$ cat src/logic/mrw_consts.svh
`ifndef MRW_CONSTS_SVH
`define MRW_CONSTS_SVH

// data word
`define MRW_WIDTH    8

// data banks; the parity bank takes index MRW_NUMVBNK
`define MRW_NUMVBNK  4
`define MRW_BITVBNK  3

// rows per bank
`define MRW_NUMVROW  12
`define MRW_BITVROW  4

// flat address space of NUMVBNK * NUMVROW words
`define MRW_NUMADDR  48
`define MRW_BITADDR  6

// physical address is {bank, row}
`define MRW_BITPADR  7

`endif

$ cat src/logic/mrw_pkg.sv
`default_nettype none

`include "mrw_consts.svh"

package mrw_pkg;

  typedef struct packed {
    logic                     en;
    logic [`MRW_BITADDR-1:0]  addr;
  } rd_req_t;

  typedef struct packed {
    logic                     en;
    logic [`MRW_BITADDR-1:0]  addr;
    logic [`MRW_WIDTH-1:0]    data;
  } wr_req_t;

  // bank 0 to NUMVBNK, parity bank included
  typedef struct packed {
    logic                     en;
    logic [`MRW_BITVBNK-1:0]  bank;
    logic [`MRW_BITVROW-1:0]  row;
  } err_inj_t;

  typedef struct packed {
    logic                     serr;
    logic                     derr;
    logic [`MRW_BITPADR-1:0]  padr;
  } rd_err_t;

  typedef struct packed {
    logic                     vld;
    logic [`MRW_WIDTH-1:0]    data;
    logic                     serr;
    logic                     derr;
    logic [`MRW_BITPADR-1:0]  padr;
  } rd_rsp_t;

  typedef enum logic {
    INIT_SWEEP,
    INIT_DONE
  } init_state_t;

endpackage

`default_nettype wire

$ cat src/logic/addr_split.sv
`timescale 1ns/1ps
`default_nettype none

`include "mrw_consts.svh"

module addr_split (
  input  wire  [`MRW_BITADDR-1:0] addr,
  output logic [`MRW_BITVBNK-1:0] bank,
  output logic [`MRW_BITVROW-1:0] row
);

  logic [31:0] addr_ext;
  logic [31:0] quot;
  logic [31:0] rem;

  // banks are interleaved, so neighbouring addresses land in different banks
  always_comb begin
    addr_ext = 32'(addr);
    quot     = addr_ext / `MRW_NUMVBNK;
    rem      = addr_ext - quot * `MRW_NUMVBNK;
  end

  assign bank = `MRW_BITVBNK'(rem);
  assign row  = `MRW_BITVROW'(quot);

endmodule

`default_nettype wire

$ cat src/logic/mem_bank.sv
`timescale 1ns/1ps
`default_nettype none

`include "mrw_consts.svh"

module mem_bank (
  input  wire                     clk,
  input  wire                     rd_en,
  input  wire  [`MRW_BITVROW-1:0] rd_row,
  output logic [`MRW_WIDTH-1:0]   rd_data,
  input  wire                     wr_en,
  input  wire  [`MRW_BITVROW-1:0] wr_row,
  input  wire  [`MRW_WIDTH-1:0]   wr_data
);

  logic [`MRW_WIDTH-1:0] mem [`MRW_NUMVROW];

  always_ff @(posedge clk) begin
    if (wr_en) begin
      mem[wr_row] <= wr_data;
    end
  end

  // read returns the old word when the same row is written on the same edge
  always_ff @(posedge clk) begin
    if (rd_en) begin
      rd_data <= mem[rd_row];
    end
  end

  wr_row_in_range: assert property (@(posedge clk) wr_en |-> wr_row < `MRW_NUMVROW)
    else $error("mem_bank write row %0d out of range", wr_row);

endmodule

`default_nettype wire

$ cat src/logic/err_track.sv
`timescale 1ns/1ps
`default_nettype none

`include "mrw_consts.svh"

module err_track (
  input  wire                     clk,
  input  wire                     rst,
  input  wire mrw_pkg::err_inj_t  inj,
  input  wire                     clr_en,
  input  wire  [`MRW_BITVBNK-1:0] clr_bank,
  input  wire  [`MRW_BITVROW-1:0] clr_row,
  input  wire                     rd0_en,
  input  wire  [`MRW_BITVBNK-1:0] rd0_bank,
  input  wire  [`MRW_BITVROW-1:0] rd0_row,
  input  wire                     rd1_en,
  input  wire  [`MRW_BITVBNK-1:0] rd1_bank,
  input  wire  [`MRW_BITVROW-1:0] rd1_row,
  input  wire                     rd1_conflict,
  output mrw_pkg::rd_err_t        err0,
  output mrw_pkg::rd_err_t        err1
);

  import mrw_pkg::*;

  // one flag per row and bank with the parity bank in the top bit of each row
  logic [`MRW_NUMVROW-1:0][`MRW_NUMVBNK:0] flag;
  logic [`MRW_BITVBNK-1:0]                 serve1;

  function automatic rd_err_t row_err(input logic [`MRW_NUMVBNK:0]   hits,
                                      input logic [`MRW_BITVBNK-1:0] serve,
                                      input logic [`MRW_BITVROW-1:0] row);
    rd_err_t                 e;
    int                      cnt;
    logic [`MRW_BITVBNK-1:0] low;
    cnt = 0;
    low = serve;
    // walk downwards so the lowest flagged bank is kept
    for (int b = `MRW_NUMVBNK; b >= 0; b--) begin
      if (hits[b]) begin
        cnt = cnt + 1;
        low = `MRW_BITVBNK'(b);
      end
    end
    e.serr = (cnt != 0);
    e.derr = (cnt > 1);
    e.padr = {low, row};
    return e;
  endfunction

  // a rebuilt port 1 word is served by the parity bank
  assign serve1 = rd1_conflict ? `MRW_BITVBNK'(`MRW_NUMVBNK) : rd1_bank;

  always_ff @(posedge clk) begin
    if (rst) begin
      flag <= '0;
    end else begin
      if (clr_en) begin
        flag[clr_row][clr_bank]     <= 1'b0;
        flag[clr_row][`MRW_NUMVBNK] <= 1'b0;
      end
      // injection after the clear so it wins on the same flag
      if (inj.en) begin
        flag[inj.row][inj.bank] <= 1'b1;
      end
    end
  end

  always_ff @(posedge clk) begin
    if (rst) begin
      err0 <= '0;
      err1 <= '0;
    end else begin
      if (rd0_en) begin
        err0 <= row_err(flag[rd0_row], rd0_bank, rd0_row);
      end
      if (rd1_en) begin
        err1 <= row_err(flag[rd1_row], serve1, rd1_row);
      end
    end
  end

endmodule

`default_nettype wire

$ cat src/logic/mrw_core.sv
`timescale 1ns/1ps
`default_nettype none

`include "mrw_consts.svh"

module mrw_core (
  input  wire                                     clk,
  input  wire                                     rst,
  input  wire mrw_pkg::rd_req_t                   rd0,
  input  wire mrw_pkg::rd_req_t                   rd1,
  input  wire mrw_pkg::wr_req_t                   wr,
  input  wire  [`MRW_NUMVBNK:0][`MRW_WIDTH-1:0]   bank_rd_data,
  output logic [`MRW_NUMVBNK:0]                   bank_rd_en,
  output logic [`MRW_NUMVBNK:0][`MRW_BITVROW-1:0] bank_rd_row,
  output logic [`MRW_NUMVBNK:0]                   bank_wr_en,
  output logic [`MRW_NUMVBNK:0][`MRW_BITVROW-1:0] bank_wr_row,
  output logic [`MRW_NUMVBNK:0][`MRW_WIDTH-1:0]   bank_wr_data,
  output logic                                    err_clr_en,
  output logic [`MRW_BITVBNK-1:0]                 err_clr_bank,
  output logic [`MRW_BITVROW-1:0]                 err_clr_row,
  output logic                                    err_rd0_en,
  output logic [`MRW_BITVBNK-1:0]                 err_rd0_bank,
  output logic [`MRW_BITVROW-1:0]                 err_rd0_row,
  output logic                                    err_rd1_en,
  output logic [`MRW_BITVBNK-1:0]                 err_rd1_bank,
  output logic [`MRW_BITVROW-1:0]                 err_rd1_row,
  output logic                                    err_rd1_conflict,
  input  wire mrw_pkg::rd_err_t                   err0,
  input  wire mrw_pkg::rd_err_t                   err1,
  output mrw_pkg::rd_rsp_t                        rsp0,
  output mrw_pkg::rd_rsp_t                        rsp1,
  output logic                                    ready
);

  import mrw_pkg::*;

  init_state_t             state;
  logic [`MRW_BITVROW-1:0] sweep_row;
  logic [`MRW_BITVBNK-1:0] bank0, bank1, wr_bank;
  logic [`MRW_BITVROW-1:0] row0, row1, wr_row;
  logic                    rd0_go, rd1_go, wr_go, conflict;
  logic                    pend_en;
  logic [`MRW_BITVBNK-1:0] pend_bank;
  logic [`MRW_BITVROW-1:0] pend_row;
  logic [`MRW_WIDTH-1:0]   pend_data, par_wr_data;
  logic                    rd0_vld_q, rd1_vld_q, conflict_q, fwd_q;
  logic [`MRW_BITVBNK-1:0] bank0_q, bank1_q;
  logic [`MRW_WIDTH-1:0]   fwd_data_q, rebuild;

  addr_split u_split_rd0 (.addr(rd0.addr), .bank(bank0),   .row(row0));
  addr_split u_split_rd1 (.addr(rd1.addr), .bank(bank1),   .row(row1));
  addr_split u_split_wr  (.addr(wr.addr),  .bank(wr_bank), .row(wr_row));

  // sweep writes zero to one row of every bank per cycle
  always_ff @(posedge clk) begin
    if (rst) begin
      state     <= INIT_SWEEP;
      sweep_row <= '0;
    end else if (state == INIT_SWEEP) begin
      sweep_row <= sweep_row + 1'b1;
      if (sweep_row == `MRW_BITVROW'(`MRW_NUMVROW - 1)) begin
        state <= INIT_DONE;
      end
    end
  end

  assign ready    = (state == INIT_DONE);
  assign rd0_go   = rd0.en && ready;
  assign rd1_go   = rd1.en && ready;
  assign wr_go    = wr.en && ready;
  assign conflict = rd0_go && rd1_go && (bank0 == bank1);

  // new parity is the pending word xor the other banks read on the write edge
  always_comb begin
    par_wr_data = pend_data;
    for (int b = 0; b < `MRW_NUMVBNK; b++) begin
      if (`MRW_BITVBNK'(b) != pend_bank) begin
        par_wr_data = par_wr_data ^ bank_rd_data[b];
      end
    end
  end

  always_comb begin
    bank_rd_en   = '0;
    bank_rd_row  = '0;
    bank_wr_en   = '0;
    bank_wr_row  = '0;
    bank_wr_data = '0;
    for (int b = 0; b < `MRW_NUMVBNK; b++) begin
      if (rd0_go && bank0 == `MRW_BITVBNK'(b)) begin
        bank_rd_en[b]  = 1'b1;
        bank_rd_row[b] = row0;
      end else if (rd1_go) begin
        // own bank, or every other bank when port 1 rebuilds
        if (conflict || bank1 == `MRW_BITVBNK'(b)) begin
          bank_rd_en[b]  = 1'b1;
          bank_rd_row[b] = row1;
        end
      end else if (wr_go && wr_bank != `MRW_BITVBNK'(b)) begin
        bank_rd_en[b]  = 1'b1;
        bank_rd_row[b] = wr_row;
      end
      if (wr_go && wr_bank == `MRW_BITVBNK'(b)) begin
        bank_wr_en[b]   = 1'b1;
        bank_wr_row[b]  = wr_row;
        bank_wr_data[b] = wr.data;
      end
    end
    bank_rd_en[`MRW_NUMVBNK]   = conflict;
    bank_rd_row[`MRW_NUMVBNK]  = row1;
    bank_wr_en[`MRW_NUMVBNK]   = pend_en;
    bank_wr_row[`MRW_NUMVBNK]  = pend_row;
    bank_wr_data[`MRW_NUMVBNK] = par_wr_data;
    if (state == INIT_SWEEP) begin
      bank_wr_en   = '1;
      bank_wr_data = '0;
      for (int b = 0; b <= `MRW_NUMVBNK; b++) begin
        bank_wr_row[b] = sweep_row;
      end
    end
  end

  always_ff @(posedge clk) begin
    if (rst) begin
      pend_en    <= 1'b0;
      rd0_vld_q  <= 1'b0;
      rd1_vld_q  <= 1'b0;
      conflict_q <= 1'b0;
      fwd_q      <= 1'b0;
    end else begin
      pend_en    <= wr_go;
      rd0_vld_q  <= rd0_go;
      rd1_vld_q  <= rd1_go;
      conflict_q <= conflict;
      // the parity row is still being written on this edge so the bank returns the old value
      fwd_q      <= conflict && pend_en && (row1 == pend_row);
    end
  end

  always_ff @(posedge clk) begin
    pend_bank  <= wr_bank;
    pend_row   <= wr_row;
    pend_data  <= wr.data;
    bank0_q    <= bank0;
    bank1_q    <= bank1;
    fwd_data_q <= par_wr_data;
  end

  always_comb begin
    rebuild = fwd_q ? fwd_data_q : bank_rd_data[`MRW_NUMVBNK];
    for (int b = 0; b < `MRW_NUMVBNK; b++) begin
      if (`MRW_BITVBNK'(b) != bank1_q) begin
        rebuild = rebuild ^ bank_rd_data[b];
      end
    end
  end

  always_comb begin
    rsp0.vld  = rd0_vld_q;
    rsp0.data = bank_rd_data[bank0_q];
    rsp0.serr = err0.serr;
    rsp0.derr = err0.derr;
    rsp0.padr = err0.padr;
    rsp1.vld  = rd1_vld_q;
    rsp1.data = conflict_q ? rebuild : bank_rd_data[bank1_q];
    rsp1.serr = err1.serr;
    rsp1.derr = err1.derr;
    rsp1.padr = err1.padr;
  end

  assign err_clr_en       = wr_go;
  assign err_clr_bank     = wr_bank;
  assign err_clr_row      = wr_row;
  assign err_rd0_en       = rd0_go;
  assign err_rd0_bank     = bank0;
  assign err_rd0_row      = row0;
  assign err_rd1_en       = rd1_go;
  assign err_rd1_bank     = bank1;
  assign err_rd1_row      = row1;
  assign err_rd1_conflict = conflict;

  no_read_with_write: assert property (@(posedge clk) disable iff (rst)
    wr.en |-> !(rd0.en || rd1.en))
    else $error("read and write requested in the same cycle");

  no_req_before_ready: assert property (@(posedge clk) disable iff (rst)
    !ready |-> !(rd0.en || rd1.en || wr.en))
    else $error("request while the reset sweep is running");

endmodule

`default_nettype wire

$ cat src/logic/mrw_2ror1w.sv
`timescale 1ns/1ps
`default_nettype none

`include "mrw_consts.svh"

module mrw_2ror1w (
  input  wire                    clk,
  input  wire                    rst,
  input  wire mrw_pkg::rd_req_t  rd0,
  input  wire mrw_pkg::rd_req_t  rd1,
  input  wire mrw_pkg::wr_req_t  wr,
  input  wire mrw_pkg::err_inj_t inj,
  output mrw_pkg::rd_rsp_t       rsp0,
  output mrw_pkg::rd_rsp_t       rsp1,
  output logic                   ready
);

  import mrw_pkg::*;

  // data banks 0 to NUMVBNK-1, parity bank at NUMVBNK
  logic [`MRW_NUMVBNK:0]                   bank_rd_en;
  logic [`MRW_NUMVBNK:0][`MRW_BITVROW-1:0] bank_rd_row;
  logic [`MRW_NUMVBNK:0][`MRW_WIDTH-1:0]   bank_rd_data;
  logic [`MRW_NUMVBNK:0]                   bank_wr_en;
  logic [`MRW_NUMVBNK:0][`MRW_BITVROW-1:0] bank_wr_row;
  logic [`MRW_NUMVBNK:0][`MRW_WIDTH-1:0]   bank_wr_data;

  logic                    clr_en;
  logic [`MRW_BITVBNK-1:0] clr_bank;
  logic [`MRW_BITVROW-1:0] clr_row;
  logic                    rd0_en, rd1_en, rd1_conflict;
  logic [`MRW_BITVBNK-1:0] rd0_bank, rd1_bank;
  logic [`MRW_BITVROW-1:0] rd0_row, rd1_row;
  rd_err_t                 err0, err1;

  mrw_core u_core (
    .clk              (clk),
    .rst              (rst),
    .rd0              (rd0),
    .rd1              (rd1),
    .wr               (wr),
    .bank_rd_data     (bank_rd_data),
    .bank_rd_en       (bank_rd_en),
    .bank_rd_row      (bank_rd_row),
    .bank_wr_en       (bank_wr_en),
    .bank_wr_row      (bank_wr_row),
    .bank_wr_data     (bank_wr_data),
    .err_clr_en       (clr_en),
    .err_clr_bank     (clr_bank),
    .err_clr_row      (clr_row),
    .err_rd0_en       (rd0_en),
    .err_rd0_bank     (rd0_bank),
    .err_rd0_row      (rd0_row),
    .err_rd1_en       (rd1_en),
    .err_rd1_bank     (rd1_bank),
    .err_rd1_row      (rd1_row),
    .err_rd1_conflict (rd1_conflict),
    .err0             (err0),
    .err1             (err1),
    .rsp0             (rsp0),
    .rsp1             (rsp1),
    .ready            (ready)
  );

  err_track u_err (
    .clk          (clk),
    .rst          (rst),
    .inj          (inj),
    .clr_en       (clr_en),
    .clr_bank     (clr_bank),
    .clr_row      (clr_row),
    .rd0_en       (rd0_en),
    .rd0_bank     (rd0_bank),
    .rd0_row      (rd0_row),
    .rd1_en       (rd1_en),
    .rd1_bank     (rd1_bank),
    .rd1_row      (rd1_row),
    .rd1_conflict (rd1_conflict),
    .err0         (err0),
    .err1         (err1)
  );

  for (genvar b = 0; b <= `MRW_NUMVBNK; b++) begin : g_bank
    mem_bank u_bank (
      .clk     (clk),
      .rd_en   (bank_rd_en[b]),
      .rd_row  (bank_rd_row[b]),
      .rd_data (bank_rd_data[b]),
      .wr_en   (bank_wr_en[b]),
      .wr_row  (bank_wr_row[b]),
      .wr_data (bank_wr_data[b])
    );
  end

endmodule

`default_nettype wire

$ cat config.mk
export PLATFORM = sky130hd
export DESIGN_NAME = mrw_2ror1w
export DESIGN_NICKNAME = d
export VERILOG_FILES = /design/src/logic/mrw_pkg.sv /design/src/logic/addr_split.sv /design/src/logic/mem_bank.sv /design/src/logic/err_track.sv /design/src/logic/mrw_core.sv /design/src/logic/mrw_2ror1w.sv
export VERILOG_INCLUDE_DIRS = /design/src /design/src/logic
export SDC_FILE = /design/constraint.sdc
export NUM_CORES = 1
export LEC_CHECK = 0
export BUFFER_PORTS_ARGS = -buffer_cell sky130_fd_sc_hd__buf_2
export CAP_MARGIN = 5
export CORE_UTILIZATION = 55
export DETAILED_ROUTE_END_ITERATION = 8
export GPL_ROUTABILITY_DRIVEN = 1
export PLACE_DENSITY = 0.71
export SLEW_MARGIN = 20
export SYNTH_ARGS = -nofsm -noshare
export SYNTH_HDL_FRONTEND = slang
export SYNTH_HIERARCHICAL = 1
export SYNTH_SLANG_ARGS = --single-unit
$ cat constraint.sdc
create_clock -name clk -period 5.27 [get_ports clk]
set_input_delay 1.054 -clock clk [delete_from_list [all_inputs] [get_ports clk]]
set_output_delay 1.054 -clock clk [all_outputs]
set_load 0.1 [all_outputs]
# Yosys cells after proc, flatten, opt, wreduce, memory -nomap -nowiden
# Memory sizes are Yosys's and may differ from the RTL's. A register that Yosys moved wholly into a read port is not among the register bits.
# Index checks and enable logic that the tools add are counted.
[totals] mem_bits_rw=480 output_inout_bits=37 reg_bits=117 n_memories=5 input_bits=39
[op_classes] bitwise_logic=13 n_eq_ne=21 n_lt_le_gt_ge=14 n_addsub=12 muxes=131 reduce_logical=35
[mem_list] memory="g_bank[0].u_bank.mem" words=12 word_bits=8 read_ports=1 rd_ports_with_merged_regs=1 write_ports=1 line_no="mem_bank.sv:16" source="logic [`MRW_WIDTH-1:0] mem [`MRW_NUMVROW];"
[mem_list] memory="g_bank[1].u_bank.mem" words=12 word_bits=8 read_ports=1 rd_ports_with_merged_regs=1 write_ports=1 line_no="mem_bank.sv:16"
[mem_list] memory="g_bank[2].u_bank.mem" words=12 word_bits=8 read_ports=1 rd_ports_with_merged_regs=1 write_ports=1 line_no="mem_bank.sv:16"
[mem_list] memory="g_bank[3].u_bank.mem" words=12 word_bits=8 read_ports=1 rd_ports_with_merged_regs=1 write_ports=1 line_no="mem_bank.sv:16"
[mem_list] memory="g_bank[4].u_bank.mem" words=12 word_bits=8 read_ports=1 rd_ports_with_merged_regs=1 write_ports=1 line_no="mem_bank.sv:16"
[ops] operator="two-way mux 32 bit" count=28
[ops] operator="adder 32 x 2 -> 32 bit, second input constant" count=8
[ops] operator="two-way mux 60 bit" count=3
[ops] operator="two-way mux 8 bit" count=16
[ops] operator="AND 60 bit" count=2
[ops] operator="NOT 60 bit" count=2
[ops] operator="two-way mux 4 bit" count=20
[ops] operator="greater-than comparator 32 x 2 -> 1 bit, second input constant" count=2
[ops] operator="nonzero test 32 bit" count=2
[ops] operator="XOR 8 bit" count=8
[ops] operator="demux 5 bit (select 4 bit)" count=3
[ops] operator="OR 60 bit" count=1
[ops] operator="binary-select mux 8 bit (select 3 bit)" count=2
[ops] operator="binary-select mux 5 bit (select 4 bit)" count=2
[ops] operator="two-way mux 40 bit" count=1
[ops] operator="two-way mux 1 bit" count=36
[ops] operator="two-way mux 3 bit" count=11
[ops] operator="two-way mux 5 bit" count=6
[ops] operator="logical AND 1 bit" count=23
[ops] operator="< comparator 4 x 5 -> 1 bit, second input constant" count=4
[ops] operator="two-way mux 20 bit" count=1
[ops] operator="== test 3 x 2 -> 1 bit, second input constant" count=6
[ops] operator="< comparator 3 x 4 -> 1 bit, second input constant" count=4
[ops] operator="!= test 2 x 3 -> 1 bit, first input constant" count=4
[ops] operator="other kinds (15)" count=31

# Depth between registers and ports, before layout
# Gate-level depths: netlist of the first run.
[depth] word_depth=22 mapped_depth=17

# Hierarchy
# The synthesis of the first run kept the hierarchy.
[modules_own_cells] mod="mem_bank" area_each_um2=3953.8 n_inst=5 cells_per_inst=182
[modules_own_cells] mod="mrw_core" area_each_um2=5098.6 n_inst=1 cells_per_inst=681
[modules_own_cells] mod="err_track" area_each_um2=4643.2 n_inst=1 cells_per_inst=519
[modules_own_cells] mod="addr_split" area_each_um2=56.3 n_inst=3 cells_per_inst=8

# Least setup slack after synthesis of the first run
# OpenSTA, ideal clock, no wires.
[synth_timing] path_kind="reg-to-output" from="register u_core.bank1_q[1]" to="output rsp1[13] (netlist bit)" path_slack_ps=1018 arrival_time_ps=3198 path_buffers=2 path_stages_with_launch=8 path_cell_list="dfxtp_1 -> buf_6 -> a21o_1 -> buf_6 -> and2_4 -> o31a_1 -> or4_1 -> a31oi_1"
[synth_rtl] item="start, declared" line_no="mrw_core.sv:47" source="logic [`MRW_BITVBNK-1:0] bank0_q, bank1_q;"
[synth_rtl] item="start signal, assigned" line_no="mrw_core.sv:145" source="bank1_q <= bank1;"
[synth_rtl] item="end, declared" line_no="mrw_2ror1w.sv:14" source="output mrw_pkg::rd_rsp_t rsp1,"

==> results by group, run 1 <==
STA
  – Fmax: roughly 220 MHz
  – Setup-failing EPs final: 0
  – Pins Over Slew Limit: 0
  – RSZ-0062 raised after global routing: false
  – Min cycle time layout: around 4.6 ns
  – Slew at the pin with the worst max-slew slack: about 1.0 ns
  – Setup TNS: 0 ns
  – Final hold vios: 0
  – Fin crit share: 87.4%
  – Clock Skew: approximately 0.017 ns
  – Slew HR: between 30 and 40%

Critical path
  – Crit-path cells: nand3b_1 -> nand2_1 -> xor2_1 -> or4_1 -> a31oi_1 -> buf_2
  – Crit-path max FO: 20
  – Arr. time, crit path: 3.55 ns
  – CP top delay family: simple AND/OR/NAND/NOR gates
  – WP buf/inv: 1
  – Critical R2R Launch: u_core/ready$_SDFF_PP0_
  – Critical Path Start Type: flop
  – Slowest stage delay, CP: about 0.83 ns
  – Data required time of the worst path: 4.22 ns
  – Worst r2r path cells: 9
  – Slowest-stage cell, CP: dfxtp_1
  – Setup CP Type: reg2out
  – Reg-to-Reg End: g_bank[2].u_bank/rd_data[6]$_DFFE_PP_
  – CP Capture Type: output pin
  – Slack of the worst reg-to-reg path: between 1 and 1.5 ns

Power
  – Leak: 0.0106 uW
  – Flop pwr share: 51.7%
  – Peak supply drop: about 0.0003 V
  – Clock power share: a little over two fifths
  – PD cells: around 330 nW/um2
  – Switching share of power: 22.6%
  – Switching pwr: ~2400 uW
  – Logic pwr share: between 6 and 7%
  – Internal: around 8400 uW

Logic synthesis
  – Cell taking the most area after synthesis: edfxtp_1
  – Synthesized flop and latch total: between 600 and 700
  – Yosys cell types: 92
  – Syn Nets: around 2200
  – Syn Area/Cell: between 10 and 15 um2
  – Top_reg_cell synth: edfxtp_1
  – Top cell type's share of synthesized area: roughly 53%
  – Post-Syn Area: roughly 30000 um2
  – Commonest cells in the netlist: edfxtp_1, nor2_1, mux2i_1, dfxtp_1, nand2_1
  – Number of enable flip-flop cells after synthesis: 520
  – Top post-synthesis cells by area: edfxtp_1, dfxtp_1, mux4_2
  – Most frequent cell after synthesis: edfxtp_1
  – Synthesized instance count: 2134
  – Post-synthesis sequential area ratio: between 60% and 70%
  – YS warnings: 6
  – Async set or reset register ratio after synthesis: 0%

Clocking
  – Clk pin slew, worst setup/hold paths: ~0.060 ns
  – Max Root-Sink Buffers: 3
  – Hold-fix buffers, CTS: 0
  – H-tree levels: 3
  – Sink Count: roughly 640
  – Total CTS buffers: 66
  – Postcts setup bufs: 0
  – Root Driver: clkbuf_16
  – Worst-skew pair later-pin latency: 0.61 ns
  – Post-CTS Resized: 0
  – CTS tree: yes

Global route
  – First-pass GRT wire length: roughly 110000 um
  – Gr usage total: 26.3%
  – Initial antenna violation count: 4
  – GRT overflow: 0
  – Vias in the first global route: between 15000 and 20000
  – Largest net degree at the start of global routing: 46

Routing
  – Residual DRC: 0
  – WL/cell: between 20 and 25 um
  – DR iter-0 viols: roughly 2000
  – Post-Route WL: 71200 um
  – Vias: approximately 19000
  – Via density: ~6.5
  – Antenna-violating nets left: 0
  – Pre-Repair DR Iteration Count: 6

Die
  – X dimension of the die: approximately 230 um
  – Core region area: approximately 53000 um2
  – Initial core utilization: a little under three fifths
  – Number of I/O pins: 76
  – Die Y: approximately 230 um
  – Die area: between 50000 and 60000 um2
  – Std cell rows: 84

Worst hold path
  – HP Start: u_err/err0[4]$_SDFFE_PP0P_
  – Worst min-delay path endpoint: u_err/err0[4]$_SDFFE_PP0P_
  – WHS Path Cells: 2
  – HP Class: reg2reg

Placed design
  – Number of port buffers: 75
  – Final HPWL DP: 49300 um
  – Inst Count DP: ~2800
  – Routability-driven placement congestion ratio: 0.894

Outcome
  – Run status: finished clean

Cells and area
  – Area delta synth->final: 9.11%
  – Share of layout cells above drive strength 1: approximately 17%
  – Nets: between 2000 and 2500
  – Layout fillers: approximately 4000
  – Area taken by multi-input logic gates: around 11000 um2
  – Seq. cell area: between 15000 and 20000 um2
  – # diodes: 0
  – Final Non-Filler Cells: 2891

Job
  – Max Cap Viol: 0
==> power by group through the flow <==
stage,clock network (uW),registers (uW),logic [uW]
detailed placement,0,5700,650
floorplan,0,5670,487
finish,4560,5600,660
global placement,0,5690,639
CTS,4640,5600,653
global route,4830,5610,703
==> layer usage <==
layer,share of wire (%),track usage (%),vias to the layer above
met4,2.5,7.86,4
met2,49,43.7,863
met3,7.8,5.19,138
met5,0.022,0,-
li1,-,-,8324
met1,41,35.2,9485
==> how the worst max path moves through the flow <==
stage          cells after the start  slack, ns                      start                                    end
4_1_cts                            6       0.68  u_core/bank1_q[0]$_DFF_P_                               rsp1[13]
6_report                           6       0.67  u_core/bank1_q[0]$_DFF_P_                               rsp1[13]
3_3_place_gp                       9       0.85                     rd1[1]  g_bank[2].u_bank/rd_data[7]$_DFFE_PP_
2_1_floorplan                      7       1.02  u_core/bank1_q[1]$_DFF_P_                               rsp1[13]
3_5_place_dp                       9       0.76                     rd1[1]  g_bank[2].u_bank/rd_data[7]$_DFFE_PP_
5_1_grt                            6       0.48  u_core/bank1_q[0]$_DFF_P_                               rsp1[13]
==> kinds of logic after synthesis <==
logic type,count (synthesis),share of synthesized area (%)
XOR/XNOR,43,1.37
flip-flops,637,60.5
AO/OA/AOI/OAI,449,10.5
buffers and inverters,217,4.18
multiplexers,257,13.7
other,3,0.0379
AND/OR/NAND/NOR,517,9.20
adder cells (fa/ha/maj),11,0.464
==> metrics by stage <==
| stage | util, % | worst slack, ns | instance area (um2) | power [uW] | hold slack (ns) |
|---|---|---|---|---|---|
| floorplan | - | 1.02 | 29700 | 6160 | 0.441 |
| global placement | 57.1 | 0.847 | 30200 | 6330 | 0.455 |
| detailed placement | 57.1 | 0.758 | 30200 | 6350 | 0.466 |
| CTS | 61.1 | 0.685 | 32400 | 10900 | 0.475 |
| global route | 61.1 | 0.484 | 32400 | 11100 | 0.498 |
| finish | 61.1 | 0.666 | 32400 | 10800 | 0.470 |
==> worst min-delay path: cells and delay by family (launching register included) <==
kind / cells / cell delay [ns]
and+or+nand+nor: 1 / 0.06
DFF: 1 / 0.31
AOI/OAI and AO/OA: 1 / 0.06
==> area by class of cell <==
class	instances	share of cell area, %
Timing Repair Buffer	126	2.34
Sequential cell	637	55.4
Clock inverter	39	1.21
Inverter	41	0.475
Tap cell	688	2.66
Clock buffer	80	5.39
Multi-Input combinational cell	1280	32.5
==> sequential cells by signal (all words and copies together) (netlist names), 4 cells and up <==
register,flops
u_err/err0,9
u_err/flag,60
u_core/pend_data,8
g_bank.u_bank/rd_data,40
u_core/pend_row,4
g_bank.u_bank/mem,480
u_core/fwd_data_q,8
u_core/sweep_row,4
u_err/err1,9
==> layout by cell type (no fill, tap or decap), types with 15 or more instances in the layout <==
cell	netlist	final
a211oi_1	16	16
a21o_1	27	27
a21oi_1	91	91
a22oi_1	53	53
and2_1	46	46
buf_2	23	75
buf_4	50	51
clkbuf_16	0	67
clkinv_1	2	15
dfxtp_1	117	117
edfxtp_1	520	520
inv_1	38	38
mux2i_1	129	129
mux4_2	102	102
nand2_1	117	117
nand2b_1	33	33
nand3_1	16	16
nand3b_1	37	37
nor2_1	130	130
nor2b_1	29	29
nor3_1	41	40
o21ai_0	75	73
o221ai_1	60	59
o22ai_1	19	19
xnor2_1	24	24
xor2_1	17	17
Note: power is estimated with default switching activity, not from simulation.
==> run 2: changes to the inputs <==
--- a/config.mk
+++ b/config.mk
@@ -11,7 +11,7 @@
 export CORE_UTILIZATION = 55
 export DETAILED_ROUTE_END_ITERATION = 8
 export GPL_ROUTABILITY_DRIVEN = 1
-export PLACE_DENSITY = 0.71
+export PLACE_DENSITY = 0.72
 export SLEW_MARGIN = 20
 export SYNTH_ARGS = -nofsm -noshare
 export SYNTH_HDL_FRONTEND = slang
==> run 2 against run 1 <==
Effect of this change:
- core utilization shrank 0.094 points
- sequential share of layout area grew 0.086 points
- maximum frequency shrank 0.67%
- die area is the same
- critical path type unchanged
- critical endpoint is now rsp1[12]
- largest cell class unchanged
==> results by group, run 2 (synthesis gave the netlist of run 1 again) <==
Outcome
  – Run status: finished clean (unchanged)

Cells and area
  – Max reg flops: 480 (unchanged)
  – Reg with most FFs: g_bank.u_bank/mem (unchanged)
  – Commonest non-fill, non-tap cells in the layout: edfxtp_1, nor2_1, mux2i_1 (unchanged)
  – Nets: 2193 (was 2202)
  – Area delta synth->final: 8.95% (was 9.11%)
  – Largest registers: g_bank.u_bank/mem: 480 flops, u_err/flag: 60 flops, g_bank.u_bank/rd_data: 40 flops (unchanged)
  – Commonest non-fill, non-tap cell in the layout: edfxtp_1 (unchanged)
  – Share of layout cells above drive strength 1: 16.7% (was 17.1%)

Routing
  – Via density: 6.54 (was 6.51)
  – DR iter-0 viols: 2020 (was 1981)
  – WL/cell: 25.6 um (was 24.6 um)
  – Residual DRC: 0 (unchanged)
  – Antenna-violating nets left: 0 (unchanged)
  – Vias: 18839 (was 18814)
  – Pre-Repair DR Iteration Count: 5 (was 6)
  – Post-Route WL: 73800 um (was 71200 um)

STA
  – Min cycle time layout: 4.63 ns (was 4.60 ns)
  – RSZ-0062 raised after global routing: false (unchanged)
  – Slew HR: 25.4% (was 30.1%)
  – Setup TNS: 0 ns (unchanged)
  – Clock Skew: 0.0256 ns (was 0.0174 ns)
  – Final hold vios: 0 (unchanged)
  – Setup-failing EPs final: 0 (unchanged)
  – Pins Over Slew Limit: 0 (unchanged)
  – Fin crit share: 87.9% (was 87.4%)
  – Slew at the pin with the worst max-slew slack: 1.11 ns (was 1.04 ns)
  – Fmax: 216 MHz (was 217 MHz)
  – Worst Hold Slack: 0.475 ns (was 0.470 ns)

Critical path
  – Crit-path cells: buf_4 -> or3b_2 -> a211oi_1 -> a211oi_1 -> nand4bb_1 -> o211a_1 -> buf_2 (was nand3b_1 -> nand2_1 -> xor2_1 -> or4_1 -> a31oi_1 -> buf_2)
  – Data required time of the worst path: 4.22 ns (about the same)
  – CP Capture Type: output pin (unchanged)
  – Setup CP Type: reg2out (unchanged)
  – Slowest stage delay, CP: 0.86 ns (was 0.83 ns)
  – Critical R2R Launch: u_core/ready$_SDFF_PP0_ (unchanged)
  – Worst r2r path cells: 8 (was 9)
  – Critical Path Start Type: flop (unchanged)
  – Most frequent CP cell: a211oi_1
  – Slowest-stage cell, CP: dfxtp_1 (unchanged)
  – Reg-to-Reg End: g_bank[2].u_bank/rd_data[0]$_DFFE_PP_ (was g_bank[2].u_bank/rd_data[6]$_DFFE_PP_)
  – Critical path origin: u_core/bank1_q[1]$_DFF_P_ (was u_core/bank1_q[0]$_DFF_P_)
  – Crit-path max FO: 20 (unchanged)
  – Worst setup path end: rsp1[12] (was rsp1[13])
  – Slack of the worst reg-to-reg path: 1.38 ns (was 1.29 ns)
  – Arr. time, crit path: 3.58 ns (was 3.55 ns)

Clocking
  – CTS tree: yes (unchanged)
  – Hold-fix buffers, CTS: 0 (unchanged)
  – Max Root-Sink Buffers: 3 (unchanged)
  – Worst-skew pair later-pin latency: 0.63 ns (was 0.61 ns)
  – Postcts setup bufs: 0 (unchanged)
  – Clk pin slew, worst setup/hold paths: 0.05 ns (was 0.06 ns)
  – Sink Count: 637 (unchanged)
  – Root Driver: clkbuf_16 (unchanged)
  – H-tree levels: 3 (unchanged)
  – Post-CTS Resized: 0 (unchanged)
  – Total CTS buffers: 66 (unchanged)

Die
  – X dimension of the die: 234 um (unchanged)
  – Initial core utilization: 56.0% (unchanged)
  – Die Y: 234 um (unchanged)
  – Die area: 54900 um2 (unchanged)
  – Core region area: 53000 um2 (unchanged)
  – Std cell rows: 84 (unchanged)
  – Number of I/O pins: 76 (unchanged)

Global route
  – Gr usage total: 27.4% (was 26.3%)
  – First-pass GRT wire length: 111000 um (was 108000 um)
  – GRT overflow: 0 (unchanged)
  – Largest net degree at the start of global routing: 56 (was 46)
  – Vias in the first global route: 18354 (was 18197)
  – Initial antenna violation count: 3 (was 4)

Placed design
  – Final HPWL DP: 50800 um (was 49300 um)
  – Routability-driven placement congestion ratio: 0.916 (was 0.894)
  – Number of port buffers: 75 (unchanged)

Worst hold path
  – HP Class: reg2reg (unchanged)

Power
  – Leak: 0.0105 uW (was 0.0106 uW)
  – PD cells: 336 nW/um2 (was 334 nW/um2)
  – Peak supply drop: 0.000273 V (was 0.000300 V)

Job
  – Max Cap Viol: 0 (unchanged)
-- run 2: stage by stage --
stage	util [%]	instances	power, uW	setup slack (ns)	area (um2)
final	61.0	2882	10900	0.635	32300
after global routing	61.0	2881	11100	0.525	32300
after CTS	61.0	2879	10900	0.654	32300
after detailed placement	57.0	2762	6340	0.621	30200
after global placement	57.0	2762	6320	0.629	30200
after floorplan	-	2134	6160	1.02	29700
-- run 2: worst min-delay path by stage --
stage	depth (start not counted)	startpoint	endpoint	slack, ns
CTS	2	u_err/err0[4]$_SDFFE_PP0P_	u_err/err0[4]$_SDFFE_PP0P_	0.48
global placement	2	u_err/err1[6]$_SDFFE_PP0P_	u_err/err1[6]$_SDFFE_PP0P_	0.46
detailed placement	2	u_err/err0[4]$_SDFFE_PP0P_	u_err/err0[4]$_SDFFE_PP0P_	0.47
floorplan	2	u_err/err0[6]$_SDFFE_PP0P_	u_err/err0[6]$_SDFFE_PP0P_	0.44
global route	1	u_core/pend_en$_SDFF_PP0_	u_core/fwd_q$_SDFF_PP0_	0.49
finish	2	u_err/err0[6]$_SDFFE_PP0P_	u_err/err0[6]$_SDFFE_PP0P_	0.47
-- run 2: final cells by class --
class                      count  area [um2]
fill                        3930       20600
sequential                   637       18000
multi-input combinational   1280       10500
clock buffer                  85        1790
tap                          688         861
timing repair buffer         117         691
clock inverter                32         345
inverter                      41         154
antenna                        2        5.00
-- run 2: worst max-delay path: cells and delay by family (launching register included) --
family,cells,cell delay (ns)
simple gates,2,0.71
flops,1,0.86
compound gates,3,0.65
buf+inv,2,0.75
-- run 2: power breakdown --
group          switching (uW)  internal [uW]
clock                    1970           2630
combinational             423            225
sequential               58.1           5540
total                    2450           8400
-- run 2: per-layer routing --
metal | GRT usage [%] | wire [um]
met4 | 9.35 | 2070
met2 | 44.9 | 36100
met1 | 36.9 | 29900
met5 | 0 | 0
met3 | 4.89 | 5760
